File: src/include/ahb_mem_settings.svh
`ifndef AHB_MEM_SETTINGS_SVH
`define AHB_MEM_SETTINGS_SVH

// --------------------------------------------------
// Bus widths
// --------------------------------------------------
`define AHB_ADDR_WIDTH 32 // HADDR
`define AHB_DATA_WIDTH 32 // HWDATA and HRDATA

// --------------------------------------------------
// Memory geometry
// --------------------------------------------------
`define MEM_WORDS 256 // Depth in 32-bit words

// Word index width, log2 of MEM_WORDS
`define MEM_INDEX_WIDTH 8

`endif

File: src/rtl/ahb_mem_pkg.sv
`default_nettype none

package ahb_mem_pkg;

  // --------------------------------------------------
  // AHB transfer encodings
  // --------------------------------------------------

  // HTRANS
  typedef enum logic [1:0] {
    HTRANS_IDLE   = 2'b00,
    HTRANS_BUSY   = 2'b01,
    HTRANS_NONSEQ = 2'b10,
    HTRANS_SEQ    = 2'b11
  } htrans_e;

  // HSIZE, codes above word are illegal here
  typedef enum logic [2:0] {
    HSIZE_BYTE     = 3'b000,
    HSIZE_HALFWORD = 3'b001,
    HSIZE_WORD     = 3'b010
  } hsize_e;

  // HRESP is a single bit on AHB-Lite
  typedef enum logic {
    HRESP_OKAY  = 1'b0,
    HRESP_ERROR = 1'b1
  } hresp_e;

  // --------------------------------------------------
  // Response controller states
  // --------------------------------------------------
  typedef enum logic [1:0] {
    RSP_IDLE      = 2'b00, // Ready, OKAY
    RSP_READ_WAIT = 2'b01, // Read data on HRDATA
    RSP_ERR_LAST  = 2'b10  // Second ERROR cycle
  } rsp_state_e;

endpackage

`default_nettype wire

File: src/rtl/ahb_req_if.sv
`timescale 1ns/1ps
`default_nettype none

`include "ahb_mem_settings.svh"

// One accepted transfer, valid for its first data-phase cycle
interface ahb_req_if;

  logic                            valid;   // Single-cycle strobe
  logic                            write;
  logic [`MEM_INDEX_WIDTH-1:0]     index;   // Word index into memory
  logic [`AHB_DATA_WIDTH/8-1:0]    byte_en; // One bit per byte lane
  logic                            err;     // Transfer rejected

  modport decode (
    output valid, write, index, byte_en, err
  );

  modport access (
    input valid, write, index, byte_en, err
  );

  modport resp (
    input valid, write, index, byte_en, err
  );

endinterface

`default_nettype wire

File: src/rtl/ahb_addr_decode.sv
`timescale 1ns/1ps
`default_nettype none

`include "ahb_mem_settings.svh"

module ahb_addr_decode
  import ahb_mem_pkg::*;
(
  input  logic                       HCLK,
  input  logic                       HRESETn,
  input  logic                       HSEL,
  input  logic [`AHB_ADDR_WIDTH-1:0] HADDR,
  input  htrans_e                    HTRANS,
  input  logic                       HWRITE,
  input  hsize_e                     HSIZE,
  input  logic                       HREADYin,
  ahb_req_if.decode                  req
);

  logic                         accept;
  logic                         range_err;
  logic                         align_err;
  logic                         size_err;
  logic [`AHB_DATA_WIDTH/8-1:0] byte_en;

  // --------------------------------------------------
  // Address phase checks
  // --------------------------------------------------

  // IDLE and BUSY never reach the later stages
  assign accept = HSEL && HREADYin &&
                  (HTRANS == HTRANS_NONSEQ || HTRANS == HTRANS_SEQ);

  assign range_err = HADDR >= `AHB_ADDR_WIDTH'(4 * `MEM_WORDS);
  assign size_err  = HSIZE > HSIZE_WORD;

  always_comb begin
    case (HSIZE)
      HSIZE_BYTE: begin
        align_err = 1'b0;
        byte_en   = 4'b0001 << HADDR[1:0]; // One lane
      end
      HSIZE_HALFWORD: begin
        align_err = HADDR[0];
        byte_en   = HADDR[1] ? 4'b1100 : 4'b0011;
      end
      HSIZE_WORD: begin
        align_err = |HADDR[1:0];
        byte_en   = 4'b1111;
      end
      default: begin
        align_err = 1'b0; // Already flagged by size_err
        byte_en   = 4'b0000;
      end
    endcase
  end

  // --------------------------------------------------
  // Request register
  // --------------------------------------------------
  always_ff @(posedge HCLK or negedge HRESETn) begin
    if (!HRESETn) begin
      req.valid <= 1'b0;
    end else begin
      req.valid <= accept;
    end
  end

  // Transfer details, qualified by valid downstream
  always_ff @(posedge HCLK) begin
    if (accept) begin
      req.write   <= HWRITE;
      req.index   <= HADDR[`MEM_INDEX_WIDTH+1:2];
      req.byte_en <= byte_en;
      req.err     <= range_err || align_err || size_err;
    end
  end

  // Reads and errors hold HREADYout low, so only a clean write
  // can be followed directly by the next accepted transfer
  a_valid_strobe : assert property (
    @(posedge HCLK) disable iff (!HRESETn)
    req.valid && (!req.write || req.err) |=> !req.valid
  );

endmodule

`default_nettype wire

File: src/flat_wrapper.sv
// flat-port wrapper written by rule: the top's interface ports become plain ports
module ahb_addr_decode_flat import ahb_mem_pkg::*;
  (HCLK, HRESETn, HSEL, HADDR, HTRANS, HWRITE, HSIZE, HREADYin, req_valid, req_write, req_index, req_byte_en, req_err);
  ahb_req_if req_i ();
  input  logic HCLK;
  input  logic HRESETn;
  input  logic HSEL;
  input  logic [`AHB_ADDR_WIDTH-1:0] HADDR;
  input  htrans_e HTRANS;
  input  logic HWRITE;
  input  hsize_e HSIZE;
  input  logic HREADYin;
  output wire logic [$bits(req_i.valid)-1:0] req_valid;
  output wire logic [$bits(req_i.write)-1:0] req_write;
  output wire logic [$bits(req_i.index)-1:0] req_index;
  output wire logic [$bits(req_i.byte_en)-1:0] req_byte_en;
  output wire logic [$bits(req_i.err)-1:0] req_err;
  assign req_valid = req_i.valid;
  assign req_write = req_i.write;
  assign req_index = req_i.index;
  assign req_byte_en = req_i.byte_en;
  assign req_err = req_i.err;
  ahb_addr_decode u_core (.HCLK(HCLK), .HRESETn(HRESETn), .HSEL(HSEL), .HADDR(HADDR), .HTRANS(HTRANS), .HWRITE(HWRITE), .HSIZE(HSIZE), .HREADYin(HREADYin), .req(req_i));
endmodule
File: config.mk
export PLATFORM = sky130hd
export DESIGN_NAME = ahb_addr_decode_flat
export DESIGN_NICKNAME = d
export VERILOG_FILES = /design/src/rtl/ahb_mem_pkg.sv /design/src/rtl/ahb_req_if.sv /design/src/rtl/ahb_addr_decode.sv /design/src/flat_wrapper.sv
export VERILOG_INCLUDE_DIRS = /design/src /design/src/include
export SDC_FILE = /design/constraint.sdc
export NUM_CORES = 1
export LEC_CHECK = 0
export ABC_AREA = 1
export BUFFER_PORTS_ARGS = -buffer_cell sky130_fd_sc_hd__buf_2
export CORE_MARGIN = 1
export CORE_UTILIZATION = 41
export CTS_BUF_LIST = sky130_fd_sc_hd__clkbuf_4
export CTS_CLUSTER_DIAMETER = 30
export DETAILED_ROUTE_END_ITERATION = 12
export MAX_ROUTING_LAYER = met4
export PLACE_DENSITY = 0.86
export SLEW_MARGIN = 10
export SYNTH_ARGS = -nofsm -noshare
export SYNTH_HDL_FRONTEND = slang
export SYNTH_SLANG_ARGS = --single-unit
File: constraint.sdc
create_clock -name HCLK -period 1.2 [get_ports HCLK]
set_clock_uncertainty 0.05 [all_clocks]
set_input_delay 0.12 -clock HCLK [delete_from_list [all_inputs] [get_ports HCLK]]
set_output_delay 0.12 -clock HCLK [all_outputs]
set_load 0.05 [all_outputs]
==> results of run 1 <==
[sequential cells by signal, summed over array words and instances, names as in the netlist]
name / cells
u_core.req.valid: 1
u_core.req.write: 1
u_core.req.err: 1
u_core.req.index: 8
u_core.req.byte_en: 4
[path summary, 6_finish.rpt]
path / endpoint / depth (start not counted) / slack [ps] / start
setup / recovery: req_index[6] / 1 / 130 / u_core.req.index[6]
hold / removal: u_core.req.valid / 2 / 100 / HRESETn
max in group asynchronous: u_core.req.valid / 2 / 920 / HRESETn
min in group HCLK: u_core.req.byte_en[2] / 3 / 130 / HADDR[1]
[cell usage after synthesis]
master    instances
nor2_1           16
edfxtp_1         14
nand2_1          12
inv_1             4
nand3_1           4
o21ai_1           3
and3_1            1
dfrtp_1           1
nand4_1           1
nor2_2            1
nor3_2            1
o21ai_2           1
or2_1             1
[metrics by stage]
stage	worst slack [ps]	instance area (um2)
finish	131	1080
global route	112	1080
CTS	158	1080
detailed placement	187	946
global placement	192	946
floorplan	214	644
[power groups by stage]
stage / Combinational, mW / Clock [mW] / Sequential (mW)
global placement: 0.215 / 0 / 0.615
global route: 0.263 / 0.330 / 0.607
finish: 0.245 / 0.301 / 0.604
detailed placement: 0.219 / 0 / 0.615
CTS: 0.245 / 0.304 / 0.603
floorplan: 0.0379 / 0 / 0.701
[area by class of cell]
| cell class | count | share of cell area [%] |
|---|---|---|
| Timing Repair Buffer | 66 | 35.6 |
| Tap cell | 15 | 1.74 |
| Inverter | 4 | 1.40 |
| Sequential cell | 15 | 41.4 |
| Multi-Input combinational cell | 41 | 17.1 |
| Clock buffer | 4 | 2.79 |
[logic make-up after synthesis]
| logic type | count (synthesis) | share of synthesized area, % |
|---|---|---|
| AO/OA/AOI/OAI | 4 | 3.69 |
| buffers and inverters | 4 | 2.33 |
| flip-flops | 15 | 69.1 |
| AND/OR/NAND/NOR | 37 | 24.9 |
[routing by layer]
metal  GRT usage, %  vias up
li1               -      341
met1           17.8      269
met2           32.5       44
met3           3.91        2
met4           9.68        0
met5              -        -
==> impl_results.md, run 1 <==
- Post-CTS setup buffers: 0
- Flops & latches, synth: 15
- Final hold slack: 98.6 ps
- Synth area leaders: edfxtp_1 65%, nor2_1 9.3%, nand2_1 7.0%
- Crit path kind: reg2out
- Worst Path Arrival: 900 ps
- Worst path required time: 1030 ps
- Avg Synthesized Cell Area: 10.7 um2
- CTS root buffer: clkbuf_4
- Critical-path cell list: buf_2
- Top layer in use: met4
- Std-Cell Rows: 13
- GRT overflow: 0
- Detail Route met2 WL: 691 um
- Vias in the first global route: 611
- Vias/cell: 4.52
- Total Neg Setup Slack: 0 ps
- Commonest non-fill, non-tap cell in the layout: buf_2
- Sequential Power Share: 52.6%
- Total GRT Usage: 18.0%
- Post-route ant nets: 0
- Actual slew at the worst max-slew pin: 244 ps
- HPWL after DPL: 978 um
- Antenna Cells: 0
- Int Pwr: 848 uW
- Sequential fraction of the synthesis area: 69.1%
- Port Buf Inserts: 55
- Placer Congestion: 0.679
- Clock buffer depth: 2
- Placed cells: 131
- Area growth, synth to finish: 67.0%
- F_max: 935 MHz
- DRT Pass-1 Iters: 2
- Cts repair resizes: 0
- Final Max Slew Viols: 0
- Routed met3 length: 144 um
- Synth unique cells: 13
- Dominant cell type by area after synthesis: edfxtp_1
- Die Height: 41.6 um
- # setup viols final: 0
- Clock network power share: 26.1%
- Residual DRC count: 0
- Clock slew at the register clock pins of the worst setup and hold paths: 90 ps
- Drt first-iter violations: 6
- CP max FO: 1
- Largest net degree at the start of global routing: 16
- Power Total: 1.15 mW
- Most frequent cells in the layout: 55 x buf_2, 16 x nor2_1, 14 x edfxtp_1, 12 x nand2_1, 10 x dlygate4sd3_1
- CTS tree: yes
- Layout net count: 173
- Top-area cell type share of the netlist area: 65.2%
- Vias: 656
- Largest stage delay on the critical path: 350 ps
- Multi-input logic area: 184 um2
- Sw Ratio: 26.2%
- Max-slew headroom: 83.6%
- WL/cell: 9.79 um
- Hold Path Class: in2async
- Crit path buf inv count: 1
- Util after Layout: 77.8%
- Reg area: 445 um2
- Max_cap viols: 0
- Die area: 1730 um2
- Critical Path Start Type: register
- CTS H-tree lvls: 1
- Mapped Nets: 102
- Final period util: 89.1%
- Ports: 57
- Outcome: finished, final reports clean
- RSZ-0062 raised after global routing: no
- Maximum vdd ir drop: 538 uV
- Syn Inst Count: 60
- First-pass GRT wire length: 2280 um
- Synthesized cell area: 644 um2
- # hold bufs at CTS: 10
- Wire length on met1: 569 um
- Pleak: 0.515 nW
- Placeable Area: 1380 um2
- Share of cells above drive strength 1: 48.5%
- Crit path time final: 1070 ps
- Synth warn: 0
- Hold Fails Final Rpt: 0
- Filler cells: 91
- Switching power: 301 uW
- CP top delay family: flip-flops
- Inserted Clock Buffers: 3
- Antenna violations before repair: 0
- CTS Sinks: 15
- Critical Path Slowest Stage Cell: edfxtp_1
- CP endpoint kind: output pin
- Wirelength, routed: 1420 um
- Final non-filler cell total: 145
- Die width: 41.6 um
- Comb pwr share: 21.3%
- PwrDens: 1070 nW/um2
- Starting Density: 46.6%
Note: power is estimated with default switching activity, not from simulation.
==> run 2, diff against run 1 <==
- CORE_UTILIZATION: 41 -> 38
- GPL_ROUTABILITY_DRIVEN: not set -> 1
- PLACE_DENSITY: 0.86 -> 0.81
- clock period: 1.2 -> 1.1 ns (I/O delays scaled with it)
==> run 2 against run 1 <==
Via count rose by 4.6%. First-iteration DRC count did not move. Critical endpoint is now req_index[2]. Sequential cell count did not move. Clock power rose by 6%. Sequential power rose by 9.1%. Final cell count rose by 0.69%. Highest routed layer unchanged. Worst setup slack got worse by 89 ps. Cell area rose by 1.3%. Largest power group unchanged.
==> impl_results.md, run 2 (synthesized netlist as in run 1, its figures left out) <==
- Actual slew at the worst max-slew pin: 263 ps
- Die width: 43.2 um
- Cts repair resizes: 0
- DRT Pass-1 Iters: 4
- Critical-path cell list: buf_2
- Post-route ant nets: 0
- F_max: 945 MHz
- # setup viols final: 0
- Port Buf Inserts: 55
- PwrDens: 1150 nW/um2
- Residual DRC count: 0
- Crit path kind: reg2out
- Drt first-iter violations: 6
- Max reg flops: 8
- Pleak: 0.519 nW
- Outcome: finished, final reports clean
- Critical Path Slowest Stage Cell: edfxtp_1
- CTS tree: yes
- Die area: 1860 um2
- CTS root buffer: clkbuf_4
- Hold Path Class: in2async
- Clock slew at the register clock pins of the worst setup and hold paths: 80 ps
- Top reg by flops: u_core.req.index
- Largest stage delay on the critical path: 350 ps
- Post-CTS setup buffers: 0
- RSZ-0062 raised after global routing: no
- Total GRT Usage: 17.3%
- Layout net count: 173
- Worst setup path endpoint: req_index[2]
- Inserted Clock Buffers: 3
- Crit path buf inv count: 1
- Largest net degree at the start of global routing: 16
- Hold Fails Final Rpt: 0
- Max-slew headroom: 82.6%
- Area growth, synth to finish: 69.1%
- CTS Sinks: 15
- Max_cap viols: 0
- Crit path launch: u_core.req.index[2]
- Maximum vdd ir drop: 527 uV
- Commonest non-fill, non-tap cell in the layout: buf_2
- Placeable Area: 1540 um2
- Vias/cell: 4.70
- Placer Congestion: 0.709
- Std-Cell Rows: 14
- Vias in the first global route: 573
- CP top delay family: flip-flops
- CP endpoint kind: output pin
- Vias: 686
- Antenna violations before repair: 0
- Worst Path Arrival: 900 ps
- Starting Density: 41.8%
- Antenna Cells: 0
- Final Max Slew Viols: 0
- CTS H-tree lvls: 1
- Die Height: 43.2 um
- WL/cell: 10.2 um
- Final period util: 96.2%
- Most frequent cells in the layout: 55 x buf_2, 16 x nor2_1, 14 x edfxtp_1, 12 x nand2_1, 10 x dlygate4sd3_1
- First-pass GRT wire length: 2190 um
- Util after Layout: 70.7%
- Total Neg Setup Slack: 0 ps
- Clock buffer depth: 2
- Wirelength, routed: 1490 um
- Ports: 57
- Regs by FF count: u_core.req.index x8, u_core.req.byte_en x4
- Cell count along the critical path: 1
- Crit path time final: 1060 ps
- Worst path required time: 940 ps
- Share of cells above drive strength 1: 48.5%
- CP max FO: 1
- GRT overflow: 0
- # hold bufs at CTS: 10
- Critical Path Start Type: register
-- run 2: cell type report --
cell class	count	area [um2]
fill	118	452
timing repair buffer	66	395
inverter	4	15.0
clock buffer	4	30.0
tap	16	20.0
multi-input combinational	41	184
sequential	15	445
-- run 2: worst min-delay path by stage --
stage / start / end / slack (ps) / depth (start not counted)
after global routing: HRESETn / u_core.req.valid / 100 / 2
final: HRESETn / u_core.req.valid / 90 / 2
after detailed placement: HRESETn / u_core.req.valid / -160 / 1
after CTS: HRESETn / u_core.req.valid / 80 / 2
after floorplan: HRESETn / u_core.req.valid / -240 / 0
after global placement: HRESETn / u_core.req.valid / -170 / 1
-- run 2: where the power goes --
group / total (mW) / leakage (nW) / internal, mW / switching (mW)
Combinational: 0.273 / 0.360 / 0.111 / 0.162
Clock: 0.320 / 0.0184 / 0.165 / 0.155
Sequential: 0.659 / 0.140 / 0.653 / 0.00604
Total: 1.25 / 0.519 / 0.929 / 0.323
-- run 2: metrics by stage --
step	power, mW	worst slack, ps	hold slack [ps]	area (um2)	instances
floorplan	0.806	124	-236	644	60
detailed placement	0.916	81.3	-163	960	132
CTS	1.26	54.7	76.0	1090	146
global placement	0.910	87.0	-165	960	132
global route	1.31	17.0	96.4	1090	146
finish	1.25	42.1	90.5	1090	146
-- run 2: layer usage --
layer | vias to the layer above | routed length [um] | GRT usage [%]
li1 | 342 | - | -
met1 | 284 | 456 | 13.8
met2 | 56 | 808 | 32.5
met3 | 4 | 201 | 3.40
met4 | 0 | 25 | 13.9
met5 | - | 0 | -
==> run 3, diff against run 2 <==
--- a/config.mk
+++ b/config.mk
@@ -11,4 +11,3 @@
 export CORE_MARGIN = 1
-export CORE_UTILIZATION = 38
-export CTS_BUF_LIST = sky130_fd_sc_hd__clkbuf_4
+export CORE_UTILIZATION = 36
 export CTS_CLUSTER_DIAMETER = 30
@@ -17,3 +16,4 @@
 export MAX_ROUTING_LAYER = met4
-export PLACE_DENSITY = 0.81
+export PLACE_DENSITY = 0.77
+export SKIP_CTS_REPAIR_TIMING = 1
 export SLEW_MARGIN = 10
--- a/constraint.sdc
+++ b/constraint.sdc
@@ -4,2 +4,2 @@
 set_output_delay 0.11 -clock HCLK [all_outputs]
-set_load 0.05 [all_outputs]
+set_load 0.01 [all_outputs]
==> run 3 against run 2 <==
Utilization decreased by 1.9 points. Final cell count grew 5.5%. Worst setup slack improved by 91 ps. Global-route usage is 4.1 points lower. Sequential share of layout area shrank 0.23 points. Highest routed layer unchanged. Largest power group unchanged. Non-clock buffer count stayed put. Sequential cell count unchanged. Combinational power down 27%.
==> impl_results.md, run 3 (synthesized netlist as in run 1, its figures left out) <==
- Total Neg Setup Slack: 0 ps
- Layout net count: 173
- WL/cell: 9.94 um
- Post-route ant nets: 0
- Starting Density: 40.4%
- Finished Cell Area: 1100 um2
- Maximum vdd ir drop: 433 uV
- Placeable Area: 1590 um2
- Crit path time final: 966 ps
- Ports: 57
- Total GRT Usage: 13.2%
- Most frequent cells in the layout: 55 x buf_2, 16 x nor2_1, 14 x edfxtp_1, 12 x nand2_1, 10 x dlygate4sd3_1
- Std-Cell Rows: 14
- Worst path required time: 940 ps
- Int Pwr: 904 uW
- Clock buffer depth: 2
- CP max FO: 1
- GRT overflow: 0
- CP top delay family: flip-flops
- Switching power: 243 uW
- Outcome: finished, final reports clean
- Critical Path Slowest Stage Cell: edfxtp_1
- Sw Ratio: 21.2%
- Final period util: 87.9%
- Comb pwr share: 17.3%
- Met1 Usage GRT: 13.6%
- HPWL after DPL: 1010 um
- CTS tree: yes
- Placed cell areas: 970 um2
- Hold Fails Final Rpt: 0
- Clock network power share: 25.4%
- Hold Path Class: in2async
- Placer Congestion: 0.755
- Die area: 1960 um2
- Largest net degree at the start of global routing: 16
- Die width: 44.3 um
- Final Max Slew Viols: 0
- DRT Pass-1 Iters: 4
- Inserted Clock Buffers: 3
- CTS H-tree lvls: 1
- Residual DRC count: 0
- PwrDens: 1050 nW/um2
- Top reg by flops: u_core.req.index
- CTS Sinks: 15
- Filler cells: 129
- Global Route met2 Usage: 22.9%
- Die Height: 44.3 um
- Area growth, synth to finish: 70.1%
- Share of cells above drive strength 1: 47.7%
- Commonest non-fill, non-tap cell in the layout: buf_2
- Busiest grt layer: met2
- Vias/cell: 4.43
- RSZ-0062 raised after global routing: no
- Clock slew at the register clock pins of the worst setup and hold paths: 80 ps
- Antenna Cells: 0
- Regs by FF count: u_core.req.index x8, u_core.req.byte_en x4
- First-pass GRT wire length: 1840 um
- Vias: 682
- Max reg flops: 8
- Max_cap viols: 0
- Antenna violations before repair: 0
- # setup viols final: 0
- CP endpoint kind: output pin
- Wirelength, routed: 1530 um
- CTS root buffer: clkbuf_4
- Crit path buf inv count: 1
- Max-slew headroom: 85.5%
- Largest stage delay on the critical path: 380 ps
- Met3 Resource Use GR: 3.27%
- Critical Path Start Type: register
- Drt first-iter violations: 14
- Crit path kind: reg2out
- Port Buf Inserts: 55
- Critical-path cell list: buf_2
- Pleak: 0.515 nW
- Sequential Power Share: 57.3%
- Actual slew at the worst max-slew pin: 217 ps
- F_max: 1030 MHz
- Worst Path Arrival: 810 ps
- Vias in the first global route: 522
-- run 3: final cells by class --
type                       count  area, um2  area share [%]
clock buffer                   4       26.3            2.40
inverter                       4       15.0            1.37
multi-input combinational     41        184            16.8
sequential                    15        445            40.6
tap                           24       30.0            2.74
timing repair buffer          66        395            36.1
-- run 3: power groups by stage --
stage | Combinational, mW | Sequential [mW] | Clock [mW]
after floorplan | 0.0413 | 0.687 | 0
after global placement | 0.162 | 0.670 | 0
after detailed placement | 0.166 | 0.670 | 0
after CTS | 0.167 | 0.657 | 0.300
after global routing | 0.217 | 0.660 | 0.344
final | 0.198 | 0.658 | 0.291
-- run 3: path summary, 6_finish.rpt --
| path | start | endpoint | slack (ps) | depth (start not counted) |
|---|---|---|---|---|
| max | u_core.req.byte_en[0] | req_byte_en[0] | 130 | 1 |
| min | HRESETn | u_core.req.valid | 90 | 2 |
| max in group asynchronous | HRESETn | u_core.req.valid | 830 | 2 |
| min in group HCLK | HADDR[1] | u_core.req.byte_en[1] | 140 | 2 |
-- run 3: metal layers --
metal,part of all wire (%),vias to the layer above
met1,37,290
met5,0,-
met4,0.78,0
li1,-,345
met2,52,45
met3,9.7,2
-- run 3: through the flow --
stage | utilization [%] | hold slack (ps) | worst slack, ps | std cells | power (mW)
floorplan | - | -236 | 124 | 60 | 0.729
global placement | 60.8 | -165 | 95.6 | 140 | 0.832
detailed placement | 60.8 | -160 | 96.0 | 140 | 0.837
CTS | 62.5 | -455 | 144 | 144 | 1.12
global route | 68.8 | 84.3 | 92.4 | 154 | 1.22
finish | 68.8 | 88.6 | 134 | 154 | 1.15
